### src/hdl/fbuf_pkg.sv
package fbuf_pkg;

    ////////////////////
    // widths with a meaning
    ////////////////////

    typedef logic [7:0]  byte_t;
    typedef logic [7:0]  smd_t;
    // decoded fragment number, 0 to 3
    typedef logic [1:0]  frag_t;
    // bit 0 crc valid, bit 1 mcrc valid
    typedef logic [1:0]  crc_vld_t;
    typedef logic [11:0] len_t;
    // 1 flag, smd, frag, crc flags, 3 zeros
    typedef logic [15:0] user_t;

    // descriptor address field, sized for the default depth
    localparam int DESC_AW = 11;
    typedef logic [DESC_AW-1:0] addr_t;

    // default sizes
    localparam int RAM_DEPTH_DEF  = 2048;
    localparam int FIFO_DEPTH_DEF = 16;

    ////////////////////
    // smd and fragment codes
    ////////////////////

    // start smd of a new frame
    localparam smd_t SMD_S0 = 8'he6;
    localparam smd_t SMD_S1 = 8'h4c;
    localparam smd_t SMD_S2 = 8'h7f;
    localparam smd_t SMD_S3 = 8'hb3;

    // fragment count codes, decode to 0..3
    localparam byte_t FRAG_C0 = 8'he6;
    localparam byte_t FRAG_C1 = 8'h4c;
    localparam byte_t FRAG_C2 = 8'h7f;
    localparam byte_t FRAG_C3 = 8'hb3;

    ////////////////////
    // structs
    ////////////////////

    // one received byte
    typedef struct packed {
        byte_t data;
        logic  last;
    } rx_beat_t;

    // crc result, sampled with the last byte
    typedef struct packed {
        logic     crc_err;
        crc_vld_t crc_vld;
    } rx_end_t;

    // one stored frame
    typedef struct packed {
        addr_t    addr;
        len_t     len;
        smd_t     smd;
        frag_t    frag;
        crc_vld_t crc_vld;
    } desc_t;

    // one output beat
    typedef struct packed {
        byte_t data;
        logic  last;
        user_t user;
        len_t  len;
    } tx_beat_t;

endpackage
### src/hdl/fbuf_desc_fifo.sv
`timescale 1ns/1ps

module fbuf_desc_fifo import fbuf_pkg::*; #(
    parameter int FIFO_DEPTH = FIFO_DEPTH_DEF,
    localparam int FIFO_AW   = $clog2(FIFO_DEPTH),
    localparam int CNT_W     = $clog2(FIFO_DEPTH + 1)
) (
    input  logic  i_clk,
    input  logic  i_rst,
    input  logic  i_push,
    input  desc_t i_desc,
    input  logic  i_pop,
    output desc_t o_head,
    output logic  o_empty,
    output logic  o_full
);

    desc_t              mem [FIFO_DEPTH];
    logic [FIFO_AW-1:0] wr_ptr;
    logic [FIFO_AW-1:0] rd_ptr;
    logic [CNT_W-1:0]   count;
    logic               push_ok;
    logic               pop_ok;

    // guarded requests
    assign push_ok = i_push && !o_full;
    assign pop_ok  = i_pop && !o_empty;

    assign o_empty = (count == '0);
    assign o_full  = (count == CNT_W'(FIFO_DEPTH));

    // head shows without a read request
    assign o_head = mem[rd_ptr];

    ////////////////////
    // storage
    ////////////////////

    always_ff @(posedge i_clk) begin
        if (push_ok) begin
            mem[wr_ptr] <= i_desc;
        end
    end

    ////////////////////
    // pointers and count
    ////////////////////

    always_ff @(posedge i_clk or posedge i_rst) begin
        if (i_rst) begin
            wr_ptr <= '0;
            rd_ptr <= '0;
            count  <= '0;
        end else begin
            if (push_ok) begin
                wr_ptr <= (wr_ptr == FIFO_AW'(FIFO_DEPTH - 1)) ? '0 : wr_ptr + 1'b1;
            end
            if (pop_ok) begin
                rd_ptr <= (rd_ptr == FIFO_AW'(FIFO_DEPTH - 1)) ? '0 : rd_ptr + 1'b1;
            end
            // simultaneous push and pop keeps the count
            case ({push_ok, pop_ok})
                2'b10:   count <= count + 1'b1;
                2'b01:   count <= count - 1'b1;
                default: count <= count;
            endcase
        end
    end

endmodule

### config.mk
export PLATFORM = sky130hd
export DESIGN_NAME = fbuf_desc_fifo
export DESIGN_NICKNAME = d
export VERILOG_FILES = /design/src/hdl/fbuf_pkg.sv /design/src/hdl/fbuf_desc_fifo.sv
export SDC_FILE = /design/constraint.sdc
export NUM_CORES = 1
export LEC_CHECK = 0
export BUFFER_PORTS_ARGS = -buffer_cell sky130_fd_sc_hd__buf_2
export CAP_MARGIN = 20
export CORE_ASPECT_RATIO = 0.8
export CORE_MARGIN = 3
export CORE_UTILIZATION = 50
export CTS_CLUSTER_DIAMETER = 100
export DETAILED_ROUTE_END_ITERATION = 10
export PLACE_DENSITY = 0.69
export SETUP_SLACK_MARGIN = 0.05
export SYNTH_ARGS = -nofsm -noshare
export SYNTH_HDL_FRONTEND = slang
export SYNTH_SLANG_ARGS = --single-unit
### constraint.sdc
create_clock -name i_clk -period 3.8 [get_ports i_clk]
set_input_delay 0.38 -clock i_clk [delete_from_list [all_inputs] [get_ports i_clk]]
set_output_delay 0.38 -clock i_clk [all_outputs]
set_load 0.01 [all_outputs]
==> qor.txt <==
status -> finished, final reports clean
GRT Overall Usage -> 19.92%
Yosys cell types -> 43
clk_lat worst skew -> 0.58 ns
post-DR wirelength/cell -> 25.22 um
I/O Buffers -> 75
gr ovfl total -> 0
crit path time final -> 3.260 ns
Sum Neg Setup Slack -> 0 ns
sequential area share after synthesis -> 76.41%
Worst Setup SP -> rd_ptr[1]
Avg Inst Size Synth -> 20.12 sq um
Final Max Tran Viols -> 0
Async SR Flop Fraction -> 2.269%
Hold Path Class -> input pin to flop
first-pass GRT wire length -> 71150 um
worst reg2reg setup slack -> 0.62 ns
worst r2r src -> count[0]
pwr/cell area -> 728.0 mW/mm^2
Clk Tree Root Cell -> clkbuf_16
maximum number of pins on one net before global-route repair -> 66
Leak -> 8.406 nW
Final GP Congestion -> 0.7351
Core Footprint -> 0.04373 sq mm
CTS clk-pin slew, worst paths -> 0.07 ns
final worst setup slack -> 0.5400 ns
Mapped Nets -> 1164
Achievable Freq -> 306.8 MHz
Hold Path Stages -> 3
area leader, netlist -> edfxtp_1
pre-CTS setup slack -> 0.6634 ns
Layout Nets -> 1270
CP Capture Type -> primary output
synth top area cells -> edfxtp_1 75%, mux4_2 7.0%, mux2i_1 6.2%
RSZ-0062 raised after global routing -> no
post-synth top area share -> 74.96%
vias post-DR -> 10910
RR Endpoint -> count[4]
Boundary Pins -> 76
Ys Warns -> 0
Max transition margin -> 44.89%
Routed WL -> 46910 um
setup repair bufs after CTS -> 0
synthesis-stage register bit count -> 573
Setup crit start kind -> flop
Reg2Reg Depth -> 9
Setup Skew -> 0.01317 ns
Detail Placement HPWL -> 25400 um
Bufs on Longest Clock Path -> 3
drt drc -> 0
crit path capture -> o_head[6]
predominant post-synthesis flop cell -> edfxtp_1
clk sinks -> 573
H-tree Lvls -> 2
crit path DAT -> 2.88 ns
WS Path Type -> flop to primary output
Initial DRC Count -> 998
initial core utilization -> 51.30%
Die X-Extent -> 242.8 um
initial antenna violation count -> 3
std cell rows -> 68
1st-pass router iterations -> 8
Max IR drop VDD -> 0.4849 mV
P&R area growth vs syn -> 13.14%
CTS tree -> built
worst-path fanout max -> 34
EDFF count, synth -> 560
Via-to-Cell Ratio -> 5.863
Die Y-Extent -> 195.5 um
clock buffer count from CTS -> 54
worst endpoint required time -> 3.42 ns
final hold vios -> 0
fraction of layout cells with a size suffix above 1 -> 24.54%
die area -> 0.04746 sq mm
Syn Inst Count -> 1115
fin crit share -> 85.79%
mapped cell area -> 0.02243 sq mm
final-report setup violation count -> 0
CTS resizes -> 0
Slew @ Worst Pin -> 0.8266 ns
Max-cap violations -> 0
Post-DRT Antenna Nets -> 0
number of global-route vias before repair -> 11200
cell usage after synthesis (all sizes together) (2+ instances only):
library cell / n
edfxtp: 560
mux2i: 140
mux4: 70
nand2: 49
buf: 40
o21ai: 40
a221oi: 35
a22oi: 35
o211ai: 35
clkbuf: 28
nor2: 15
dfrtp: 13
ha: 9
inv: 6
a21o: 5
nor3: 5
xnor2: 5
nand3: 3
a21oi: 2
and2: 2
mux2: 2
nand2b: 2
nor2b: 2
nor4: 2
cells by family (layout without fill, tap and decap cells):
family	after synthesis	count (layout)	synth area share (%)
flops	573	573	76.41
simple gates	82	82	1.550
other cells	0	2	0
buf+inv	74	222	2.170
xor+xnor	5	5	0.1952
fa+ha+maj	10	10	0.5912
compound gates	159	159	5.706
mux	212	212	13.37
power breakdown:
part	leakage, nW	switching [W]	internal, W
clock	0.813	0.00226	0.00285
sequential	5.21	0.000451	0.00756
combinational	2.38	0.00308	0.00227
cell usage in the layout (no fill, tap or decap), drive strengths merged, types with 15 or more instances in the layout:
cell type,n
o21ai,40
o211ai,35
clkinv,26
nand2,49
a221oi,35
nor2,15
buf,117
mux4,70
mux2i,140
clkbuf,67
edfxtp,560
a22oi,35
registers in the layout, summed over array words and instances, names as in the netlist:
register / count
count: 5
mem: 560
rd_ptr: 4
wr_ptr: 4
routing by layer:
layer	track usage, %	up-vias	share of wire [%]
met5	0	-	0
met4	5.331	0	2.1
met3	3.309	70	5.9
met2	31.83	334	48
met1	28.86	5672	44
li1	-	4830	-
worst max-delay path, stage by stage (launching register included):
cell	delay (ns)
dfrtp_4	0.70
buf_4	0.55
mux4_2	0.40
o21ai_0	0.32
nand2_1	0.12
buf_2	0.17
how the worst min path moves through the flow:
stage | startpoint | end
floorplan | i_rst | count[0]
global placement | i_rst | rd_ptr[0]
detailed placement | i_rst | count[1]
CTS | i_pop | rd_ptr[3]
global route | i_pop | rd_ptr[3]
finish | i_pop | rd_ptr[3]
layout make-up:
class | count | area, sq um
Antenna cell | 2 | 5.005
Clock buffer | 67 | 1421
Clock inverter | 31 | 229.0
Fill cell | 3203 | 18350
Inverter | 6 | 22.52
Multi-Input combinational cell | 468 | 4951
Sequential cell | 573 | 17160
Tap cell | 595 | 744.5
Timing Repair Buffer | 118 | 850.8
metrics by stage:
step	hold slack, ns	instance area [sq um]	std cells	utilization [%]	power [W]
floorplan	0.2570	22450	1115	-	0.01186
global placement	0.4482	23720	1759	54.23	0.01351
detailed placement	0.4474	23720	1759	54.23	0.01360
CTS	0.09583	25380	1858	58.03	0.01868
global route	0.1225	25380	1860	58.04	0.01934
finish	0.1138	25380	1860	58.04	0.01848
repair_timing:
action                                  4_1_cts  5_1_grt
hold endpoints to repair                     13        0
endpoints found under the setup margin        0        0
hold buffers                                  1        0
(Power assumes the default switching activity.)
