===== src/hdl/fbuf_pkg.sv =====
package fbuf_pkg;

    ////////////////////
    // widths with a meaning
    ////////////////////

    typedef logic [7:0]  byte_t;
    typedef logic [7:0]  smd_t;
    // decoded fragment number, 0 to 3
    typedef logic [1:0]  frag_t;
    // bit 0 crc valid, bit 1 mcrc valid
    typedef logic [1:0]  crc_vld_t;
    typedef logic [11:0] len_t;
    // 1 flag, smd, frag, crc flags, 3 zeros
    typedef logic [15:0] user_t;

    // descriptor address field, sized for the default depth
    localparam int DESC_AW = 11;
    typedef logic [DESC_AW-1:0] addr_t;

    // default sizes
    localparam int RAM_DEPTH_DEF  = 2048;
    localparam int FIFO_DEPTH_DEF = 16;

    ////////////////////
    // smd and fragment codes
    ////////////////////

    // start smd of a new frame
    localparam smd_t SMD_S0 = 8'he6;
    localparam smd_t SMD_S1 = 8'h4c;
    localparam smd_t SMD_S2 = 8'h7f;
    localparam smd_t SMD_S3 = 8'hb3;

    // fragment count codes, decode to 0..3
    localparam byte_t FRAG_C0 = 8'he6;
    localparam byte_t FRAG_C1 = 8'h4c;
    localparam byte_t FRAG_C2 = 8'h7f;
    localparam byte_t FRAG_C3 = 8'hb3;

    ////////////////////
    // structs
    ////////////////////

    // one received byte
    typedef struct packed {
        byte_t data;
        logic  last;
    } rx_beat_t;

    // crc result, sampled with the last byte
    typedef struct packed {
        logic     crc_err;
        crc_vld_t crc_vld;
    } rx_end_t;

    // one stored frame
    typedef struct packed {
        addr_t    addr;
        len_t     len;
        smd_t     smd;
        frag_t    frag;
        crc_vld_t crc_vld;
    } desc_t;

    // one output beat
    typedef struct packed {
        byte_t data;
        logic  last;
        user_t user;
        len_t  len;
    } tx_beat_t;

endpackage

===== src/hdl/fbuf_rd_ctrl.sv =====
`timescale 1ns/1ps

module fbuf_rd_ctrl import fbuf_pkg::*; #(
    parameter int RAM_DEPTH = RAM_DEPTH_DEF,
    localparam int RAM_AW   = $clog2(RAM_DEPTH)
) (
    input  logic              i_clk,
    input  logic              i_rst,
    input  desc_t             i_head,
    input  logic              i_empty,
    output logic              o_pop,
    output logic              o_rd_en,
    output logic [RAM_AW-1:0] o_rd_addr,
    input  byte_t             i_rd_data,
    output tx_beat_t          o_tx,
    output logic              o_tx_vld
);

    typedef enum logic [1:0] {
        ST_IDLE,
        ST_LOAD,
        ST_STREAM,
        ST_GAP
    } rd_state_t;

    rd_state_t         state;
    logic [RAM_AW-1:0] rd_ptr;
    // reads left after the current one
    len_t              cnt;
    logic              final_rd;
    logic              rd_vld_q;
    logic              last_q;
    user_t             user_q;
    len_t              len_q;

    ////////////////////
    // read side decode
    ////////////////////

    // load pops the head and issues its first address
    assign o_pop     = (state == ST_LOAD);
    assign o_rd_en   = (state == ST_LOAD) || (state == ST_STREAM);
    assign o_rd_addr = (state == ST_LOAD) ? RAM_AW'(i_head.addr) : rd_ptr;
    assign final_rd  = ((state == ST_LOAD) && (i_head.len == len_t'(1))) ||
                       ((state == ST_STREAM) && (cnt == len_t'(1)));

    ////////////////////
    // state machine
    ////////////////////

    always_ff @(posedge i_clk or posedge i_rst) begin
        if (i_rst) begin
            state    <= ST_IDLE;
            rd_ptr   <= '0;
            cnt      <= '0;
            rd_vld_q <= 1'b0;
            last_q   <= 1'b0;
        end else begin
            rd_vld_q <= o_rd_en;
            last_q   <= o_rd_en && final_rd;
            // next address, wrap at ram depth
            if (o_rd_en) begin
                rd_ptr <= (o_rd_addr == RAM_AW'(RAM_DEPTH - 1)) ? '0 : o_rd_addr + 1'b1;
            end
            case (state)
                ST_IDLE: begin
                    if (!i_empty) begin
                        state <= ST_LOAD;
                    end
                end
                ST_LOAD: begin
                    cnt   <= i_head.len - 1'b1;
                    state <= final_rd ? ST_GAP : ST_STREAM;
                end
                ST_STREAM: begin
                    cnt <= cnt - 1'b1;
                    if (final_rd) begin
                        state <= ST_GAP;
                    end
                end
                // one dead beat, then straight on if more queued
                ST_GAP: begin
                    state <= i_empty ? ST_IDLE : ST_LOAD;
                end
                default: state <= ST_IDLE;
            endcase
        end
    end

    // frame side info, held for the whole frame
    always_ff @(posedge i_clk) begin
        if (state == ST_LOAD) begin
            user_q <= {1'b1, i_head.smd, i_head.frag, i_head.crc_vld, 3'b000};
            len_q  <= i_head.len;
        end
    end

    ////////////////////
    // output beat
    ////////////////////

    assign o_tx_vld = rd_vld_q;

    always_comb begin
        o_tx.data = rd_vld_q ? i_rd_data : '0;
        o_tx.last = last_q;
        o_tx.user = user_q;
        o_tx.len  = len_q;
    end

endmodule


===== config.mk =====
export PLATFORM = sky130hd
export DESIGN_NAME = fbuf_rd_ctrl
export DESIGN_NICKNAME = d
export VERILOG_FILES = /design/src/hdl/fbuf_pkg.sv /design/src/hdl/fbuf_rd_ctrl.sv
export SDC_FILE = /design/constraint.sdc
export NUM_CORES = 1
export LEC_CHECK = 0
export BUFFER_PORTS_ARGS = -buffer_cell sky130_fd_sc_hd__clkbuf_2
export CAP_MARGIN = 20
export CORE_MARGIN = 4
export CORE_UTILIZATION = 47
export CTS_BUF_LIST = sky130_fd_sc_hd__clkbuf_2 sky130_fd_sc_hd__clkbuf_4 sky130_fd_sc_hd__clkbuf_8
export DETAILED_ROUTE_END_ITERATION = 7
export PLACE_DENSITY = 0.87
export SLEW_MARGIN = 20
export SYNTH_ARGS = -nofsm -noshare
export SYNTH_HDL_FRONTEND = slang
export SYNTH_SLANG_ARGS = --single-unit

===== constraint.sdc =====
create_clock -name i_clk -period 3.02 [get_ports i_clk]
set_input_delay 0.302 -clock i_clk [delete_from_list [all_inputs] [get_ports i_clk]]
set_output_delay 0.302 -clock i_clk [all_outputs]
set_load 0.05 [all_outputs]

==> results of run 1 <==
area by class of cell:
class                      instances  area [sq um]
fill                             503          2447
clock buffer                       6         76.32
inverter                          11         41.29
multi-input combinational        194          1398
sequential                        51          1396
timing repair buffer              96         490.5
clock inverter                     2         12.51
tap                               75         93.84
power by group through the flow:
stage               logic, W  registers (W)  clock network, W
floorplan            0.00181        0.00154                 0
global placement     0.00258        0.00124                 0
detailed placement   0.00264        0.00127                 0
CTS                  0.00265        0.00125          0.000403
global route         0.00286        0.00129          0.000444
finish               0.00263        0.00126          0.000392
cells by family (layout without fill, tap and decap cells):
family | Yosys count | in the layout | synth area share (%)
and+or+nand+nor | 95 | 95 | 19.18
AOI/OAI and AO/OA | 60 | 60 | 15.04
DFF | 51 | 51 | 48.10
buffers and inverters | 26 | 115 | 4.440
muxes | 15 | 15 | 5.647
adders and majority gates | 10 | 10 | 4.310
xor gates and xnor gates | 10 | 10 | 3.017
other | 2 | 4 | 0.2587
registers in the layout, indices dropped and copies added, names as in the netlist:
name	count
cnt	12
len_q	12
user_q	12
rd_ptr	11
state	2
last_q	1
o_tx_vld	1
worst max-delay path by stage:
stage	cells past startpoint	slack, ns	to
5_1_grt	8	0.19	rd_ptr[1]
3_5_place_dp	8	0.38	rd_ptr[1]
4_1_cts	8	0.38	rd_ptr[1]
2_1_floorplan	9	0.25	rd_ptr[10]
3_3_place_gp	8	0.51	rd_ptr[1]
6_report	8	0.37	rd_ptr[1]
Yosys cell counts (6+ instances only):
cell type	number	area [sq um]
dfrtp_1	27	675.7
edfxtp_1	24	720.7
nand2_1	14	52.55
o21ai_0	13	65.06
nand3_1	12	60.06
inv_1	11	41.29
mux2_2	11	123.9
ha_1	10	125.1
a21oi_1	9	45.04
nor2_1	9	33.78
and2_1	8	50.05
buf_4	8	60.06
nor3_1	8	40.04
nor2b_1	7	43.79
nand4_1	6	37.54
xor2_1	6	52.55
worst register-to-register path, delay by kind of cell (launching register included):
| family | cells | cell delay (ns) |
|---|---|---|
| AOI/OAI and AO/OA | 2 | 0.67 |
| adders and majority gates | 2 | 0.61 |
| buffers and inverters | 1 | 0.16 |
| DFF | 1 | 0.41 |
| muxes | 1 | 0.27 |
| and+or+nand+nor | 2 | 0.44 |
per-stage QoR:
| step | cells | total power, W | setup WS [ns] | utilization, % |
|---|---|---|---|---|
| 3_3_place_gp | 427 | 0.003820 | 0.5131 | 57.42 |
| 4_1_cts | 435 | 0.004301 | 0.3781 | 58.91 |
| 3_5_place_dp | 427 | 0.003910 | 0.3797 | 57.42 |
| 6_report | 435 | 0.004280 | 0.3703 | 58.91 |
| 2_1_floorplan | 271 | 0.003345 | 0.2492 | - |
| 5_1_grt | 435 | 0.004599 | 0.1859 | 58.91 |
per-layer routing:
metal,vias to the layer above,part of all wire (%),track usage (%)
met3,7,9.0,4.468
met5,-,0,0
met1,1122,41,23.17
met2,107,50,32.13
met4,0,0.80,4.816
li1,1181,-,-
==> results.ini, run 1 <==
[sta]
whs_ns = 0.04182
report.final.slew_viol_count = 0
rsz0062_at_grt = no
final-setup-viol-count = 0
max_slew.worst_pin.slew_ns = 0.5945
fmax_ghz = 0.3774
setup-tns-final_ns = 0
period_minus_slack_ns = 2.650
min_period_over_period_pct = 87.74
clock_skew_ns = 0.003589
max-slew-margin-rel_pct = 60.31
hold_viol = 0

[routing]
drtAntennaViolNets = 0
dr_total_vias = 2417
drc_errors = 0
drtIter0Drc = 219
wire_per_inst_um = 15.25
wl_um = 6635
first_pass_iters = 4
viasPerCell = 5.556

[clock_tree]
cts-htree-levels = 2
ctsResizeCount = 0
cts_tree = built
post_cts_buffers = 0
root_buffer = clkbuf_8
cts_hold_buf = 0
cts.sinks = 51
numCtsBuffers = 5
cts_max_path_buffers = 2
clk_latency_ns = 0.29
clkTransAtPathRegs_ns = 0.09

[logic_synthesis]
syn_area_per_cell_sq_um = 10.79
synth_edf_count = 24
synth.ff_latch_count = 51
ys_async_sr_fraction_pct = 52.94
yosysSeqAreaShare_pct = 48.10
yosysUniqueCellTypes = 56
synthFlopType = dfrtp_1
ys_warn_count = 0
syn_inst = 269
syn_area_sq_um = 2903

[power_and_ir_drop]
p_sw_w = 0.002235
clockPowerShare_pct = 9.1
power.combinational.fraction_pct = 61.5
p_sw_share_pct = 52.23
vdd_drop_max_mv = 0.8861
internal_power_w = 0.002044
power_leakage_nw = 1.576
seq_power_share_pct = 29.4
power_density_nw_per_um2 = 1220

[die]
rows = 28
io_pins = 97
die_w_um = 86.59
die_area_sq_um = 7498
die_y_um = 86.59
coreArea_sq_um = 5956
initial_core_util_pct = 48.74

[grt]
grt-ovfl-total = 0
grt_pass1_vias = 2482
grt_max_degree = 31
grt_usage_pct = 18.54
grt_pass1_wl_um = 11290
antenna_found_initial = 0

[critical_path]
rrSetupSlack_ns = 0.37
critical_path.startpoint = state[1]
slowest_delay_ns = 0.41
cp-end-kind = flop
path_cells = inv_1 > ha_4 > mux2_2 > ha_1 > nand4_1 > a21oi_2 > nand4_2 > a31o_2
worstRegToRegCells = 8
crit_type = flop to flop
crit-reg2reg-launch = state[1]
crit_required_ns = 3.21
arrival_ns = 2.84
worstSetupStartpointType = flop
r2r-end = rd_ptr[1]
crit_family = compound AO/OA/AOI/OAI gates
critPathMaxFanout = 30
crit_slowest_cell = dfrtp_1
crit_buf_inv = 1

[place]
gp_congestion = 0.8650
io_buffers = 92
dp_hpwl_um = 5091
post_dp_cell_area_sq_um = 3420

[layout]
diodes = 0
stdcell_area_sq_um = 3508
final_cell_mix = clkbuf_2, dfrtp_1, edfxtp_1, nand2_1, o21ai_0
final_common_cell = clkbuf_2
syn_to_final_growth_pct = 20.86
layout-drive-gt1-share_pct = 35.56
fin_nets = 415

[hold_path]
worstHoldPathType = input port to async pin

[job]
maxCapViolCount = 0

[run_status]
outcome = finished clean

Note: power is estimated with default switching activity, not from simulation.
==> inputs of run 2 (changes only) <==
- CORE_UTILIZATION: 47 -> 43
- PLACE_DENSITY: 0.87 -> 0.82
- clock period: 3.02 -> 2.42 ns (I/O delays scaled with it)
==> run 2 against run 1 <==
Compared with the run above:
- register-to-register slack got worse by 0.20 ns
- global-route usage down 2.2 points
- non-clock buffer count increased by 2
- die area up 8.4%
- count of clock-buffer cells in the layout is the same
- via count is 1.5% higher
- critical path type is now flop to output pin
- highest routed layer unchanged
==> results.ini, run 2 (synthesis gave the netlist of run 1 again) <==
[critical_path]
cp-end-kind = output pin
crit_family = buffers and inverters
crit_required_ns = 2.18
slowest_delay_ns = 0.43
arrival_ns = 2.04
critPathMaxFanout = 16
worstSetupStartpointType = flop
path_cells = inv_2 > ha_4 > buf_4 > mux2i_1 > inv_1 > clkbuf_2
crit_buf_inv = 4
crit_slowest_cell = mux2i_1
crit_type = flop to output pin

[die]
io_pins = 97
coreArea_sq_um = 6459
rows = 29
die_area_sq_um = 8129
die_w_um = 90.16
initial_core_util_pct = 44.94
die_y_um = 90.16

[clock_tree]
cts.sinks = 51
cts-htree-levels = 2
clkTransAtPathRegs_ns = 0.09
clk_latency_ns = 0.30
cts_max_path_buffers = 2
numCtsBuffers = 5
cts_tree = built
root_buffer = clkbuf_8

[sta]
hold_viol = 0
worst_slack_ns = 0.1381
max_slew.worst_pin.slew_ns = 0.6218
final-setup-viol-count = 0
period_minus_slack_ns = 2.282
clock_skew_ns = 0.006365
whs_ns = 0.1054
rsz0062_at_grt = no
min_period_over_period_pct = 94.29
report.final.slew_viol_count = 0
max-slew-margin-rel_pct = 58.17
fmax_ghz = 0.4382

[place]
gp_congestion = 0.8637
io_buffers = 92
dp_slack_ns = 0.1986
dp.cells = 430
dp_hpwl_um = 5055

[routing]
wl_met3_um = 502
viasPerCell = 5.588
wl_met2_um = 3129
dr_total_vias = 2453
first_pass_iters = 4
wl_um = 6635
wire_per_inst_um = 15.11
highest_layer = met4
drc_errors = 0
drtAntennaViolNets = 0
drtIter0Drc = 181
wl_met1_um = 2945

[layout]
fin_nets = 417
final_common_cell = clkbuf_2
fin_cells = 439
n_fill_cell = 610
final_cell_mix = clkbuf_2, dfrtp_1, edfxtp_1, nand2_1, o21ai_0
layout-drive-gt1-share_pct = 35.64
syn_to_final_growth_pct = 22.11
diodes = 0
top_regs = cnt x12, len_q x12, user_q x12

[job]
maxCapViolCount = 0

[power_and_ir_drop]
p_sw_share_pct = 52.04
clockPowerShare_pct = 9.0
internal_power_w = 0.002567
power_leakage_nw = 1.593
p_sw_w = 0.002786
power_density_nw_per_um2 = 1510
power.combinational.fraction_pct = 61.7
vdd_drop_max_mv = 1.125
seq_power_share_pct = 29.3

[grt]
grt_pass1_vias = 2306
grt_usage_pct = 16.38
grt_pass1_wl_um = 11110
grt_max_degree = 31
antenna_found_initial = 0
grt-ovfl-total = 0

[run_status]
outcome = finished clean

[hold_path]
worstHoldPathType = input port to flop

-- run 2: cell count changes in the layout (fill, tap and decap cells not counted), sizes merged --
cell,change
clkinvlp,-1
clkinv,+1
buf,+1
dlygate4sd3,+1
-- run 2: power by group through the flow --
stage / logic [W] / clock network (W) / registers (W)
final: 0.00330 / 0.000481 / 0.00157
after global routing: 0.00360 / 0.000538 / 0.00162
after CTS: 0.00333 / 0.000502 / 0.00157
after detailed placement: 0.00332 / 0 / 0.00158
after global placement: 0.00327 / 0 / 0.00156
after floorplan: 0.00230 / 0 / 0.00192
-- run 2: worst register-to-register path, stage by stage (launching register included) --
cell,delay [ns]
dfrtp_1,0.42
inv_2,0.11
ha_4,0.21
mux2_4,0.21
ha_4,0.14
nand4b_1,0.16
a21oi_2,0.33
nand4_2,0.25
a31o_2,0.31
-- run 2: cell type report --
cell class,instances,area [sq um],area share (%)
Tap cell,77,96.34,2.718
Timing Repair Buffer,98,508.0,14.33
Sequential cell,51,1396,39.39
Multi-Input combinational cell,194,1418,39.99
Clock inverter,2,8.758,0.2471
Inverter,11,41.29,1.165
Clock buffer,6,76.32,2.153
-- run 2: metrics by stage --
| stage | total power (W) | utilization, % | area [sq um] | setup TNS, ns |
|---|---|---|---|---|
| after CTS | 0.005395 | 54.88 | 3545 | 0 |
| after global placement | 0.004834 | 53.41 | 3450 | 0 |
| after detailed placement | 0.004898 | 53.41 | 3450 | 0 |
| final | 0.005353 | 54.88 | 3545 | 0 |
| after global routing | 0.005749 | 54.88 | 3545 | 0 |
| after floorplan | 0.004222 | - | 2947 | -0.4416 |
-- run 2: worst paths after layout --
kind                            from      endpoint  slack (ns)  cells past startpoint
setup reg to reg            state[1]     rd_ptr[3]        0.17                      8
hold / removal             i_head[9]    user_q[12]        0.11                      1
hold reg to reg            rd_ptr[8]     rd_ptr[8]        0.53                      2
max in group asynchronous      i_rst        cnt[8]        1.63                      4
min in group asynchronous      i_rst     rd_ptr[7]        0.51                      4
setup / recovery            state[1]  o_rd_addr[5]        0.14                      6
-- run 2: repair_timing --
action                                 in CTS  in global routing
gates resized for setup                     0                  0
setup buffers                               0                  0
endpoints found under the hold margin      27                  0
hold buffers                                1                  0
-- run 2: per-layer routing --
metal	vias to the layer above	track usage, %
met5	-	0
met4	0	3.954
met3	5	5.092
met2	96	27.13
met1	1162	20.95
li1	1190	-
==> inputs of run 3 (changes only) <==
- PLACE_DENSITY: 0.82 -> 0.79
- TNS_END_PERCENT: unset -> 30
- clock period: 2.42 -> 2.71 ns (I/O delays scaled with it)
==> run 3 against run 2 <==
Compared with the run above:
- clock skew is 0.00087 ns higher
- design area is 0.46% higher
- sequential power is 10% lower
- worst setup slack better by 0.21 ns
- highest routed layer unchanged
==> results.ini, run 3 (synthesis gave the netlist of run 1 again) <==
[layout]
syn_to_final_growth_pct = 22.67
final_util_pct = 55.13
layout-drive-gt1-share_pct = 35.36
final_cell_mix = clkbuf_2, dfrtp_1, edfxtp_1, nand2_1, o21ai_0
fin_nets = 417
top_regs = cnt x12, len_q x12, user_q x12
diodes = 0
n_fill_cell = 552
final_common_cell = clkbuf_2
stdcell_area_sq_um = 3561

[die]
initial_core_util_pct = 44.94
die_area_sq_um = 8129
rows = 29
coreArea_sq_um = 6459
die_w_um = 90.16
die_y_um = 90.16
io_pins = 97

[routing]
dr_total_vias = 2375
wl_um = 6562
wire_per_inst_um = 14.95
first_pass_iters = 4
drc_errors = 0
viasPerCell = 5.410
drtIter0Drc = 138
drtAntennaViolNets = 0

[power_and_ir_drop]
power_density_nw_per_um2 = 1368
vdd_drop_max_mv = 0.9143
power_leakage_nw = 1.603

[critical_path]
arrival_ns = 2.09
crit_slowest_cell = dfrtp_1
worstSetupStartpointType = flop
crit_required_ns = 2.44
slowest_delay_ns = 0.40
critPathMaxFanout = 29
cp-end-kind = output pin
crit_type = flop to output pin
crit_top_cell = inv_1
path_cells = inv_1 > ha_4 > buf_4 > mux2i_1 > inv_1 > clkbuf_2
crit_family = buffers and inverters
crit_buf_inv = 4

[sta]
max_slew.worst_pin.slew_ns = 0.6781
fmax_ghz = 0.4242
final-setup-viol-count = 0
period_minus_slack_ns = 2.357
report.final.slew_viol_count = 0
setup-tns-final_ns = 0
hold_viol = 0
max-slew-margin-rel_pct = 54.38
whs_ns = 0.1302
min_period_over_period_pct = 86.99
clock_skew_ns = 0.007235
rsz0062_at_grt = no

[clock_tree]
clk_latency_ns = 0.31
numCtsBuffers = 5
cts_tree = built
cts.sinks = 51
clkTransAtPathRegs_ns = 0.09
post_cts_buffers = 0
root_buffer = clkbuf_8
cts_max_path_buffers = 2
cts-htree-levels = 2

[place]
io_buffers = 92
gp_congestion = 0.8611
dp_hpwl_um = 4925
post_dp_cell_area_sq_um = 3437

[hold_path]
worstHoldPathType = input port to flop

[grt]
antenna_found_initial = 0
grt-ovfl-total = 0
grt_pass1_vias = 2250
grt_max_degree = 30
grt_pass1_wl_um = 10710
grt_usage_pct = 15.64

[job]
maxCapViolCount = 0

[run_status]
outcome = finished clean

==> run 3: changes by cell type in the layout (fill, tap and decap cells not counted) <==
cell	delta
bufinv_16	+1
clkinv_1	-1
clkinv_2	-1
clkinvlp_4	+1
ha_1	+1
ha_4	-1
inv_1	+1
inv_2	-1
==> run 3: final timing paths <==
path / from / slack, ns / to / cells after the start
setup / recovery: state[1] / 0.35 / o_rd_addr[5] / 6
hold / removal: i_head[6] / 0.13 / user_q[9] / 1
setup reg to reg: state[1] / 0.44 / rd_ptr[1] / 7
hold reg to reg: rd_ptr[6] / 0.53 / rd_ptr[6] / 2
max in group asynchronous: i_rst / 1.90 / last_q / 4
min in group asynchronous: i_rst / 0.54 / rd_ptr[6] / 4
==> run 3: per-stage QoR <==
step           worst slack [ns]  total power (W)  cells
2_1_floorplan           0.03802         0.003744    271
3_3_place_gp             0.5221         0.004287    430
3_5_place_dp             0.4532         0.004334    430
4_1_cts                  0.3375         0.004892    439
5_1_grt                  0.1932         0.005180    439
6_report                 0.3527         0.004871    439
==> run 3: cell type report <==
cell class | count | area (sq um) | share of cell area, %
Timing Repair Buffer | 98 | 508.0 | 14.27
Tap cell | 77 | 96.34 | 2.706
Clock buffer | 6 | 76.32 | 2.143
Clock inverter | 2 | 37.54 | 1.054
Multi-Input combinational cell | 194 | 1405 | 39.46
Inverter | 11 | 41.29 | 1.160
Sequential cell | 51 | 1396 | 39.21
==> run 3: power breakdown <==
group	leakage [nW]	switching (W)	internal, W
sequential	0.553	0.000250	0.00116
clock	0.0548	0.000247	0.000286
combinational	0.995	0.00200	0.000931
==> run 3: routing by layer <==
metal	global-route usage, %	part of all wire (%)
met5	0	0
met4	4.592	0.62
met3	3.923	7.2
met2	24.89	46
met1	21.10	46
==> run 3: worst register-to-register path, delay by kind of cell (launching register included) <==
family	cells	cell delay [ns]
buf+inv	2	0.47
flops	1	0.40
fa+ha+maj	1	0.18
compound gates	2	0.72
simple gates	2	0.39
==> run 3: repair_timing <==
action	in CTS	in global routing
hold buffers	1	0
hold endpoints to repair	12	0
resized for setup	0	0
