<file path="config.mk">
export PLATFORM = sky130hd
export DESIGN_NAME = fbuf_wr_ctrl
export DESIGN_NICKNAME = d
export VERILOG_FILES = /design/src/hdl/fbuf_pkg.sv /design/src/hdl/fbuf_wr_ctrl.sv
export SDC_FILE = /design/constraint.sdc
export NUM_CORES = 1
export LEC_CHECK = 0
export ABC_AREA = 1
export BUFFER_PORTS_ARGS = -buffer_cell sky130_fd_sc_hd__buf_2
export CAP_MARGIN = 20
export CORE_MARGIN = 5
export CORE_UTILIZATION = 49
export CTS_BUF_LIST = sky130_fd_sc_hd__clkbuf_4 sky130_fd_sc_hd__clkbuf_8 sky130_fd_sc_hd__clkbuf_16
export CTS_CLUSTER_SIZE = 40
export DETAILED_ROUTE_END_ITERATION = 6
export PLACE_DENSITY = 0.77
export SETUP_SLACK_MARGIN = 0.3
export SLEW_MARGIN = 10
export SYNTH_ARGS = -nofsm -noshare
export SYNTH_HDL_FRONTEND = slang
export SYNTH_SLANG_ARGS = --single-unit
export TNS_END_PERCENT = 10
</file>
<file path="constraint.sdc">
create_clock -name i_clk -period 1.89 [get_ports i_clk]
set_input_delay 0.378 -clock i_clk [delete_from_list [all_inputs] [get_ports i_clk]]
set_output_delay 0.378 -clock i_clk [all_outputs]
set_load 0.01 [all_outputs]
</file>
<file path="src/hdl/fbuf_pkg.sv">
package fbuf_pkg;

    ////////////////////
    // widths with a meaning
    ////////////////////

    typedef logic [7:0]  byte_t;
    typedef logic [7:0]  smd_t;
    // decoded fragment number, 0 to 3
    typedef logic [1:0]  frag_t;
    // bit 0 crc valid, bit 1 mcrc valid
    typedef logic [1:0]  crc_vld_t;
    typedef logic [11:0] len_t;
    // 1 flag, smd, frag, crc flags, 3 zeros
    typedef logic [15:0] user_t;

    // descriptor address field, sized for the default depth
    localparam int DESC_AW = 11;
    typedef logic [DESC_AW-1:0] addr_t;

    // default sizes
    localparam int RAM_DEPTH_DEF  = 2048;
    localparam int FIFO_DEPTH_DEF = 16;

    ////////////////////
    // smd and fragment codes
    ////////////////////

    // start smd of a new frame
    localparam smd_t SMD_S0 = 8'he6;
    localparam smd_t SMD_S1 = 8'h4c;
    localparam smd_t SMD_S2 = 8'h7f;
    localparam smd_t SMD_S3 = 8'hb3;

    // fragment count codes, decode to 0..3
    localparam byte_t FRAG_C0 = 8'he6;
    localparam byte_t FRAG_C1 = 8'h4c;
    localparam byte_t FRAG_C2 = 8'h7f;
    localparam byte_t FRAG_C3 = 8'hb3;

    ////////////////////
    // structs
    ////////////////////

    // one received byte
    typedef struct packed {
        byte_t data;
        logic  last;
    } rx_beat_t;

    // crc result, sampled with the last byte
    typedef struct packed {
        logic     crc_err;
        crc_vld_t crc_vld;
    } rx_end_t;

    // one stored frame
    typedef struct packed {
        addr_t    addr;
        len_t     len;
        smd_t     smd;
        frag_t    frag;
        crc_vld_t crc_vld;
    } desc_t;

    // one output beat
    typedef struct packed {
        byte_t data;
        logic  last;
        user_t user;
        len_t  len;
    } tx_beat_t;

endpackage
</file>
<file path="src/hdl/fbuf_wr_ctrl.sv">
`timescale 1ns/1ps

module fbuf_wr_ctrl import fbuf_pkg::*; #(
    parameter int RAM_DEPTH = RAM_DEPTH_DEF,
    localparam int RAM_AW   = $clog2(RAM_DEPTH)
) (
    input  logic              i_clk,
    input  logic              i_rst,
    input  rx_beat_t          i_rx,
    input  logic              i_rx_vld,
    input  rx_end_t           i_rx_end,
    input  smd_t              i_smd,
    input  logic              i_smd_vld,
    input  byte_t             i_frag_code,
    input  logic              i_frag_vld,
    input  logic              i_fifo_full,
    output logic              o_wr_en,
    output logic [RAM_AW-1:0] o_wr_addr,
    output byte_t             o_wr_data,
    output logic              o_push,
    output desc_t             o_desc
);

    // input stage
    logic              wr_en_q;
    logic              last_q;
    byte_t             wr_data_q;
    rx_end_t           end_q;
    // pointers and frame state
    logic [RAM_AW-1:0] wr_ptr;
    logic [RAM_AW-1:0] wr_ptr_inc;
    logic [RAM_AW-1:0] start_ptr;
    len_t              len_cnt;
    smd_t              smd_q;
    frag_t             frag_q;
    logic              smd_is_start;

    ////////////////////
    // input register
    ////////////////////

    always_ff @(posedge i_clk or posedge i_rst) begin
        if (i_rst) begin
            wr_en_q <= 1'b0;
            last_q  <= 1'b0;
        end else begin
            wr_en_q <= i_rx_vld;
            last_q  <= i_rx_vld && i_rx.last;
        end
    end

    // byte and crc result
    always_ff @(posedge i_clk) begin
        wr_data_q <= i_rx.data;
        if (i_rx_vld && i_rx.last) begin
            end_q <= i_rx_end;
        end
    end

    ////////////////////
    // write pointer
    ////////////////////

    // wrap at ram depth
    assign wr_ptr_inc = (wr_ptr == RAM_AW'(RAM_DEPTH - 1)) ? '0 : wr_ptr + 1'b1;

    // commit only on good crc with room in the fifo
    assign o_push = last_q && !end_q.crc_err && !i_fifo_full;

    always_ff @(posedge i_clk or posedge i_rst) begin
        if (i_rst) begin
            wr_ptr    <= '0;
            start_ptr <= '0;
            len_cnt   <= '0;
        end else if (wr_en_q) begin
            // bad or dropped frame, back to its first byte
            if (last_q && !o_push) begin
                wr_ptr <= start_ptr;
            end else begin
                wr_ptr <= wr_ptr_inc;
            end
            if (o_push) begin
                start_ptr <= wr_ptr_inc;
            end
            len_cnt <= last_q ? '0 : len_cnt + 1'b1;
        end
    end

    ////////////////////
    // smd and fragment
    ////////////////////

    assign smd_is_start = i_smd inside {SMD_S0, SMD_S1, SMD_S2, SMD_S3};

    always_ff @(posedge i_clk or posedge i_rst) begin
        if (i_rst) begin
            smd_q  <= '0;
            frag_q <= '0;
        end else begin
            if (i_smd_vld) begin
                smd_q <= i_smd;
            end
            // start smd restarts the fragment number
            if (i_smd_vld && smd_is_start) begin
                frag_q <= 2'd0;
            end else if (i_frag_vld) begin
                case (i_frag_code)
                    FRAG_C0: frag_q <= 2'd0;
                    FRAG_C1: frag_q <= 2'd1;
                    FRAG_C2: frag_q <= 2'd2;
                    FRAG_C3: frag_q <= 2'd3;
                    default: frag_q <= frag_q;
                endcase
            end
        end
    end

    // ram port
    assign o_wr_en   = wr_en_q;
    assign o_wr_addr = wr_ptr;
    assign o_wr_data = wr_data_q;

    // descriptor, length counts the byte written now
    always_comb begin
        o_desc.addr    = addr_t'(start_ptr);
        o_desc.len     = len_cnt + 1'b1;
        o_desc.smd     = smd_q;
        o_desc.frag    = frag_q;
        o_desc.crc_vld = end_q.crc_vld;
    end

endmodule

</file>
==> results of run 1 <==
## layout make-up
type | instances | area share
tap | 72 | 0.0248
multi-input combinational | 243 | 0.353
sequential | 57 | 0.386
clock buffer | 16 | 0.0502
timing repair buffer | 101 | 0.151
inverter | 35 | 0.0361
## power by group through the flow
stage | clock network, uW | logic, uW | registers [uW]
after floorplan | 0 | 374 | 1610
after global placement | 0 | 732 | 1560
after detailed placement | 0 | 750 | 1570
after CTS | 1050 | 787 | 1550
after global routing | 1110 | 923 | 1570
final | 1020 | 823 | 1550
## cell families (layout without fill, tap and decap cells)
family,after synthesis,after routing,synth area share
flops,57,57,0.507
fa+ha+maj,2,2,0.00906
buf+inv,45,152,0.0652
compound gates,45,45,0.0865
simple gates,185,185,0.294
xor+xnor,11,11,0.0376
## state kept, by name, summed over array words and instances, names as in the netlist
register   count
o_wr_en        1
start_ptr     11
end_q          1
o_wr_addr     11
o_wr_data      8
smd_q          8
o_desc         2
last_q         1
frag_q         2
len_cnt       12
## metal layers
layer  up-vias  share of wire  track usage
li1       1292              -            -
met1      1220           0.43        0.221
met2        68           0.50        0.309
met3         6          0.053       0.0427
met4         0         0.0070       0.0777
met5         -              0            0
## final timing paths
path                               from      endpoint  depth (start not counted)
hold / removal                    i_rst  o_wr_addr[0]                          3
min in group i_clk              i_rx[5]  o_wr_data[4]                          1
hold reg to reg                smd_q[4]      smd_q[4]                          2
setup reg to reg           o_wr_addr[0]  o_wr_addr[6]                         10
setup / recovery             len_cnt[1]    o_desc[21]                          7
max in group asynchronous         i_rst       o_wr_en                          3
## cells in the mapped netlist, drive strengths merged (5+ instances only)
cell / count / share of area
nor3: 7 / 0.016
dfxtp: 8 / 0.058
clkbuf: 5 / 0.0068
inv: 35 / 0.048
nand2: 115 / 0.16
o21ai: 35 / 0.063
nor2: 38 / 0.063
dfrtp: 46 / 0.42
nand4: 5 / 0.011
xor2: 10 / 0.034
nand3: 17 / 0.034
buf: 5 / 0.011
## repair_timing
action | CTS | global route
cloned | 0 | 0
buffers inserted | 4 | 3
setup endpoints to repair | 11 | 16
resized for setup | 6 | 18
pin swaps | 5 | 12
## through the flow
stage	instances	TNS [ps]	util	hold slack, ps	setup slack, ps
2_1_floorplan	345	0	-	406	406
3_3_place_gp	501	0	0.599	431	281
3_5_place_dp	501	0	0.599	433	238
4_1_cts	521	-198	0.642	87.6	-86.4
5_1_grt	524	-600	0.661	96.5	-141
6_report	524	-74.9	0.661	71.5	-45.5
## critical path: stages, from the launching register on
cell and delay [ps]:
sky130_fd_sc_hd__dfrtp_1 370, sky130_fd_sc_hd__nand2_1 100, sky130_fd_sc_hd__nor2_4 150, sky130_fd_sc_hd__nand3_2 100
sky130_fd_sc_hd__nor2_2 130, sky130_fd_sc_hd__nand3_1 90, sky130_fd_sc_hd__and2_1 170, sky130_fd_sc_hd__buf_2 130
==> flow_results.xml, run 1 <==
<?xml version="1.0" encoding="UTF-8"?>
<metrics>
  <group name="yosys">
    <metric name="synth_area" unit="mm2">0.00276</metric>
    <metric name="netlist_instances" unit="">345</metric>
    <metric name="syn-num-nets" unit="">381</metric>
    <metric name="synth_enable_flop_cells" unit="">3</metric>
    <metric name="synth-seq-area-share" unit="">0.507</metric>
    <metric name="synth_seq_cells" unit="">57</metric>
    <metric name="synth_cell_types" unit="">31</metric>
    <metric name="yosys_most_used_dff" unit="">sky130_fd_sc_hd__dfrtp_1</metric>
    <metric name="async_flop_share" unit="">0.807</metric>
    <metric name="yosysWarnings" unit="">0</metric>
    <metric name="syn_area_per_cell" unit="um2">8.00</metric>
  </group>
  <group name="clock_network">
    <metric name="clock_insertion_delay_worst_skew" unit="ps">320</metric>
    <metric name="cts-hold-fix-buffers" unit="">0</metric>
    <metric name="cts_made_buffers" unit="">9</metric>
    <metric name="cts.root.buffer_cell" unit="">sky130_fd_sc_hd__clkbuf_8</metric>
    <metric name="clk_transition_reported_paths" unit="ps">60</metric>
    <metric name="cts.path.max_buffers" unit="">2</metric>
    <metric name="cts-htree-levels" unit="">3</metric>
    <metric name="cts_tree" unit="">yes</metric>
    <metric name="clkSinkCount" unit="">57</metric>
  </group>
  <group name="pwr">
    <metric name="peakVddDrop" unit="mV">0.547</metric>
    <metric name="cellInternalPower" unit="uW">2340</metric>
    <metric name="seq_pwr_share" unit="">0.457</metric>
    <metric name="power.switching_fraction" unit="">0.310</metric>
    <metric name="share_clk_of_total_power" unit="">0.300</metric>
    <metric name="power.total" unit="uW">3390</metric>
    <metric name="comb_power_share" unit="">0.243</metric>
    <metric name="power_per_unit_of_standard_cell_area" unit="mW/mm2">932</metric>
    <metric name="power.leakage" unit="uW">0.00193</metric>
    <metric name="p_sw" unit="uW">1050</metric>
  </group>
  <group name="finish">
    <metric name="layout_common_cells" unit="">108 x sky130_fd_sc_hd__nand2_1, 89 x sky130_fd_sc_hd__buf_2, 45 x sky130_fd_sc_hd__dfrtp_1</metric>
    <metric name="drive_above_1_share" unit="">0.343</metric>
    <metric name="final-seq-area" unit="mm2">0.00140</metric>
    <metric name="area_of_combinational_cells_with_multiple_inputs" unit="mm2">0.00128</metric>
    <metric name="num-nets-final" unit="">483</metric>
    <metric name="fillCellCount" unit="">472</metric>
    <metric name="syn2layout_area_growth" unit="%">31.7</metric>
    <metric name="layout.cells.most_common" unit="">sky130_fd_sc_hd__nand2_1</metric>
    <metric name="diodes" unit="">0</metric>
    <metric name="finalInstanceArea" unit="mm2">0.00364</metric>
  </group>
  <group name="drt">
    <metric name="drt.antenna.violating_nets" unit="">0</metric>
    <metric name="routed-via-count" unit="">2586</metric>
    <metric name="detailedRoute.firstPassIterationCount" unit="">6</metric>
    <metric name="wl_per_cell" unit="um">12.6</metric>
    <metric name="route.detailed.vias_per_inst" unit="">4.94</metric>
    <metric name="drcViolationCount" unit="">0</metric>
    <metric name="drt-total-wl" unit="um">6610</metric>
    <metric name="drt_iter0_drc" unit="">79</metric>
  </group>
  <group name="die">
    <metric name="fp.dieH" unit="um">85.1</metric>
    <metric name="die_area" unit="mm2">0.00724</metric>
    <metric name="floorplan.rows" unit="">27</metric>
    <metric name="floorplan.io_pins" unit="">90</metric>
    <metric name="floorplan.die.width" unit="um">85.1</metric>
    <metric name="start_util" unit="">0.501</metric>
    <metric name="floorplan.core_area" unit="mm2">0.00551</metric>
  </group>
  <group name="timing">
    <metric name="final_period_utilization" unit="">1.02</metric>
    <metric name="max_clock_freq" unit="MHz">517</metric>
    <metric name="rsz_0062_raised_after_global_routing" unit="">true</metric>
    <metric name="fin_worst_skew" unit="ps">8.50</metric>
    <metric name="min_period" unit="ps">1940</metric>
    <metric name="finalHoldViolations" unit="">0</metric>
    <metric name="final_critical_path_setup_slack" unit="ps">-45.5</metric>
    <metric name="slew-limit-headroom" unit="">0.724</metric>
    <metric name="number_of_endpoints_failing_setup_at_the_final_stage" unit="">2</metric>
    <metric name="timing.final.max_slew_violations" unit="">0</metric>
    <metric name="worst_margin_pin_slew" unit="ps">414</metric>
  </group>
  <group name="setup_path">
    <metric name="ff2ff_setup_slack" unit="ps">330</metric>
    <metric name="cp_data_required_time" unit="ps">1510</metric>
    <metric name="arrival" unit="ps">1560</metric>
    <metric name="critical_path_class" unit="">reg2out</metric>
    <metric name="timing.critical_path.fanout_max" unit="">3</metric>
    <metric name="worstSetupStartpointType" unit="">flip-flop</metric>
    <metric name="worstSetupEndpointType" unit="">output pin</metric>
  </group>
  <group name="global_route">
    <metric name="globalRouteTotalUtil" unit="">0.182</metric>
    <metric name="grt_first_pass_wirelength" unit="um">10700</metric>
    <metric name="antenna_found_initial" unit="">0</metric>
    <metric name="first_global_vias" unit="">2471</metric>
    <metric name="globalRouteOverflowTotal" unit="">0</metric>
    <metric name="grt_start_max_net_pins" unit="">47</metric>
  </group>
  <group name="placement">
    <metric name="placed_area" unit="mm2">0.00330</metric>
    <metric name="final_gp_congestion" unit="">0.825</metric>
    <metric name="dp_hpwl" unit="um">4670</metric>
    <metric name="port_buffers" unit="">89</metric>
  </group>
  <group name="worst_hold_path">
    <metric name="hold_path_class" unit="">in2async</metric>
  </group>
  <group name="flow_run">
    <metric name="max_cap_viol_count" unit="">0</metric>
  </group>
  <group name="outcome">
    <metric name="status" unit="">finished, violations left</metric>
    <metric name="violations" unit="">negative setup slack</metric>
  </group>
</metrics>
(Power assumes the default switching activity.)
==> run 2, diff against run 1 <==
==> constraint.sdc (replaced) <==
create_clock -name i_clk -period 1.89 [get_ports i_clk]
set_input_delay 0.0945 -clock i_clk [delete_from_list [all_inputs] [get_ports i_clk]]
set_output_delay 0.0945 -clock i_clk [all_outputs]
set_load 0.01 [all_outputs]
==> run 2 against run 1 <==
Net effect: the run now ends clean; critical path depth unchanged; sequential share of layout area about the same; combinational power down 3.6%; first-iteration DRC count unchanged; largest cell class unchanged; highest routed layer unchanged.
==> flow_results.xml, run 2 (synthesis results as in run 1) <==
<?xml version="1.0" encoding="UTF-8"?>
<metrics>
  <group name="finish">
    <metric name="layout.cells.most_common" unit="">sky130_fd_sc_hd__nand2_1</metric>
    <metric name="largest_reg_flops" unit="">12</metric>
    <metric name="fillCellCount" unit="">471</metric>
    <metric name="num-nets-final" unit="">491</metric>
    <metric name="finalNonFillerCells" unit="">532</metric>
    <metric name="utilization" unit="">0.661</metric>
    <metric name="syn2layout_area_growth" unit="%">31.8</metric>
    <metric name="regMostFlops" unit="">len_cnt</metric>
    <metric name="diodes" unit="">0</metric>
    <metric name="drive_above_1_share" unit="">0.289</metric>
    <metric name="finalInstanceArea" unit="mm2">0.00364</metric>
    <metric name="layout_common_cells" unit="">112 x sky130_fd_sc_hd__nand2_1, 89 x sky130_fd_sc_hd__buf_2, 46 x sky130_fd_sc_hd__dfrtp_1</metric>
  </group>
  <group name="timing">
    <metric name="timing.final.max_slew_violations" unit="">0</metric>
    <metric name="finalHoldViolations" unit="">0</metric>
    <metric name="final_critical_path_setup_slack" unit="ps">163</metric>
    <metric name="final_period_utilization" unit="">0.914</metric>
    <metric name="slew-limit-headroom" unit="">0.532</metric>
    <metric name="worst_margin_pin_slew" unit="ps">702</metric>
    <metric name="rsz_0062_raised_after_global_routing" unit="">true</metric>
    <metric name="max_clock_freq" unit="MHz">579</metric>
    <metric name="timing.setup.tns" unit="ps">0</metric>
    <metric name="fin_worst_skew" unit="ps">9.74</metric>
    <metric name="number_of_endpoints_failing_setup_at_the_final_stage" unit="">0</metric>
    <metric name="min_period" unit="ps">1730</metric>
  </group>
  <group name="drt">
    <metric name="route.detailed.vias_per_inst" unit="">4.89</metric>
    <metric name="drt.antenna.violating_nets" unit="">0</metric>
    <metric name="drt-total-wl" unit="um">6700</metric>
    <metric name="wl_per_cell" unit="um">12.6</metric>
    <metric name="routed-via-count" unit="">2600</metric>
    <metric name="drt_iter0_drc" unit="">79</metric>
    <metric name="drcViolationCount" unit="">0</metric>
    <metric name="detailedRoute.firstPassIterationCount" unit="">4</metric>
  </group>
  <group name="setup_path">
    <metric name="slowest_stage" unit="">sky130_fd_sc_hd__dfrtp_1</metric>
    <metric name="ff2ff_setup_slack" unit="ps">380</metric>
    <metric name="arrival" unit="ps">1630</metric>
    <metric name="crit_path_frequent_cell" unit="">sky130_fd_sc_hd__nor2_4</metric>
    <metric name="slowest_delay" unit="ps">400</metric>
    <metric name="worst_setup_path_start" unit="">len_cnt[1]</metric>
    <metric name="crit_path_cell_trace" unit="">ha_2, nand2_1, nor2_4, nand2_2, nor2_4, xor2_2, buf_2</metric>
    <metric name="critical_path.endpoint" unit="">o_desc[22]</metric>
    <metric name="worst_r2r_path_depth" unit="">8</metric>
    <metric name="worstSetupEndpointType" unit="">output pin</metric>
    <metric name="timing.critical_path.fanout_max" unit="">3</metric>
    <metric name="r2r_start" unit="">o_wr_addr[0]</metric>
    <metric name="r2r-end" unit="">o_wr_addr[9]</metric>
    <metric name="worstSetupStartpointType" unit="">flip-flop</metric>
    <metric name="critical_path_class" unit="">reg2out</metric>
    <metric name="cp_data_required_time" unit="ps">1800</metric>
  </group>
  <group name="global_route">
    <metric name="first_global_vias" unit="">2597</metric>
    <metric name="globalRouteTotalUtil" unit="">0.196</metric>
    <metric name="grt_start_max_net_pins" unit="">34</metric>
    <metric name="grt_first_pass_wirelength" unit="um">11500</metric>
    <metric name="globalRouteOverflowTotal" unit="">0</metric>
    <metric name="antenna_found_initial" unit="">0</metric>
  </group>
  <group name="clock_network">
    <metric name="clock_insertion_delay_worst_skew" unit="ps">320</metric>
    <metric name="cts-htree-levels" unit="">3</metric>
    <metric name="clk_transition_reported_paths" unit="ps">60</metric>
    <metric name="cts.path.max_buffers" unit="">2</metric>
    <metric name="cts_made_buffers" unit="">9</metric>
    <metric name="cts_tree" unit="">yes</metric>
    <metric name="clkSinkCount" unit="">57</metric>
    <metric name="cts.root.buffer_cell" unit="">sky130_fd_sc_hd__clkbuf_8</metric>
  </group>
  <group name="placement">
    <metric name="dp_hpwl" unit="um">4790</metric>
    <metric name="placed_area" unit="mm2">0.00329</metric>
    <metric name="port_buffers" unit="">89</metric>
    <metric name="place_inst" unit="">501</metric>
    <metric name="final_gp_congestion" unit="">0.828</metric>
    <metric name="dp_worst_setup_slack" unit="ps">421</metric>
  </group>
  <group name="outcome">
    <metric name="status" unit="">completed</metric>
  </group>
  <group name="die">
    <metric name="die_area" unit="mm2">0.00724</metric>
    <metric name="floorplan.core_area" unit="mm2">0.00551</metric>
    <metric name="start_util" unit="">0.501</metric>
    <metric name="fp.dieH" unit="um">85.1</metric>
    <metric name="floorplan.io_pins" unit="">90</metric>
    <metric name="floorplan.rows" unit="">27</metric>
    <metric name="floorplan.die.width" unit="um">85.1</metric>
  </group>
  <group name="pwr">
    <metric name="power_per_unit_of_standard_cell_area" unit="mW/mm2">929</metric>
    <metric name="power.leakage" unit="uW">0.00193</metric>
    <metric name="peakVddDrop" unit="mV">0.615</metric>
  </group>
  <group name="flow_run">
    <metric name="max_cap_viol_count" unit="">0</metric>
  </group>
  <group name="worst_hold_path">
    <metric name="hold_path_class" unit="">in2reg</metric>
  </group>
</metrics>
==> run 2: cell count changes in the layout (fill, tap and decap cells not counted), sizes merged <==
cell,before,now
dlygate4sd3,0,14
clkinv,0,3
clkbuf,16,13
buf,101,95
==> run 2: area by class of cell <==
type                    instances  area, um2  area share
clock buffers                  13        173      0.0475
multi-input cells             243       1200       0.329
repair buffers                109        631       0.173
well taps                      72       90.1      0.0248
flip-flops and latches         57       1400       0.385
clock inverters                 3       15.0     0.00413
inverters                      35        131      0.0361
==> run 2: critical path: cells and delay by family (launching register included) <==
family / cells / cell delay (ps)
xor+xnor: 1 / 160
fa+ha+maj: 1 / 200
buf+inv: 1 / 150
flops: 1 / 400
simple gates: 4 / 400
==> run 2: timing repair <==
item | in CTS | in global routing
pin swaps | 0 | 1
resized for setup | 2 | 2
endpoints found under the setup margin | 8 | 17
setup buffers | 1 | 0
hold buffers | 14 | 0
hold endpoints to repair | 44 | 0
==> run 2: worst min-delay path by stage <==
stage | depth (start not counted) | from | to | slack [ps]
2_1_floorplan | 0 | i_rx[1] | o_wr_data[0] | 120
3_3_place_gp | 1 | i_rx[6] | o_wr_data[5] | 200
3_5_place_dp | 1 | i_rx[3] | o_wr_data[2] | 200
4_1_cts | 3 | i_smd[2] | smd_q[2] | 5
5_1_grt | 3 | i_smd[2] | smd_q[2] | 2
6_report | 3 | i_smd[4] | smd_q[4] | 20
==> run 2: routing by layer <==
layer / up-vias / part of all wire / track usage
met5: - / 0 / 0
met1: 1195 / 0.42 / 0.232
met2: 85 / 0.51 / 0.340
met4: 0 / 0.0058 / 0.0489
li1: 1316 / - / -
met3: 4 / 0.069 / 0.0680
==> run 2: power breakdown <==
part | switching, uW | leakage, uW | internal [uW] | total [uW]
clock network | 454 | 0.000103 | 591 | 1050
logic | 467 | 0.00114 | 326 | 793
registers | 147 | 0.000689 | 1400 | 1540
total | 1070 | 0.00193 | 2310 | 3380
==> run 2: stage by stage <==
step / power, uW / hold slack (ps)
2_1_floorplan: 1990 / 122
5_1_grt: 3610 / 2.14
6_report: 3380 / 20.3
4_1_cts: 3410 / 4.92
3_5_place_dp: 2320 / 199
3_3_place_gp: 2300 / 198
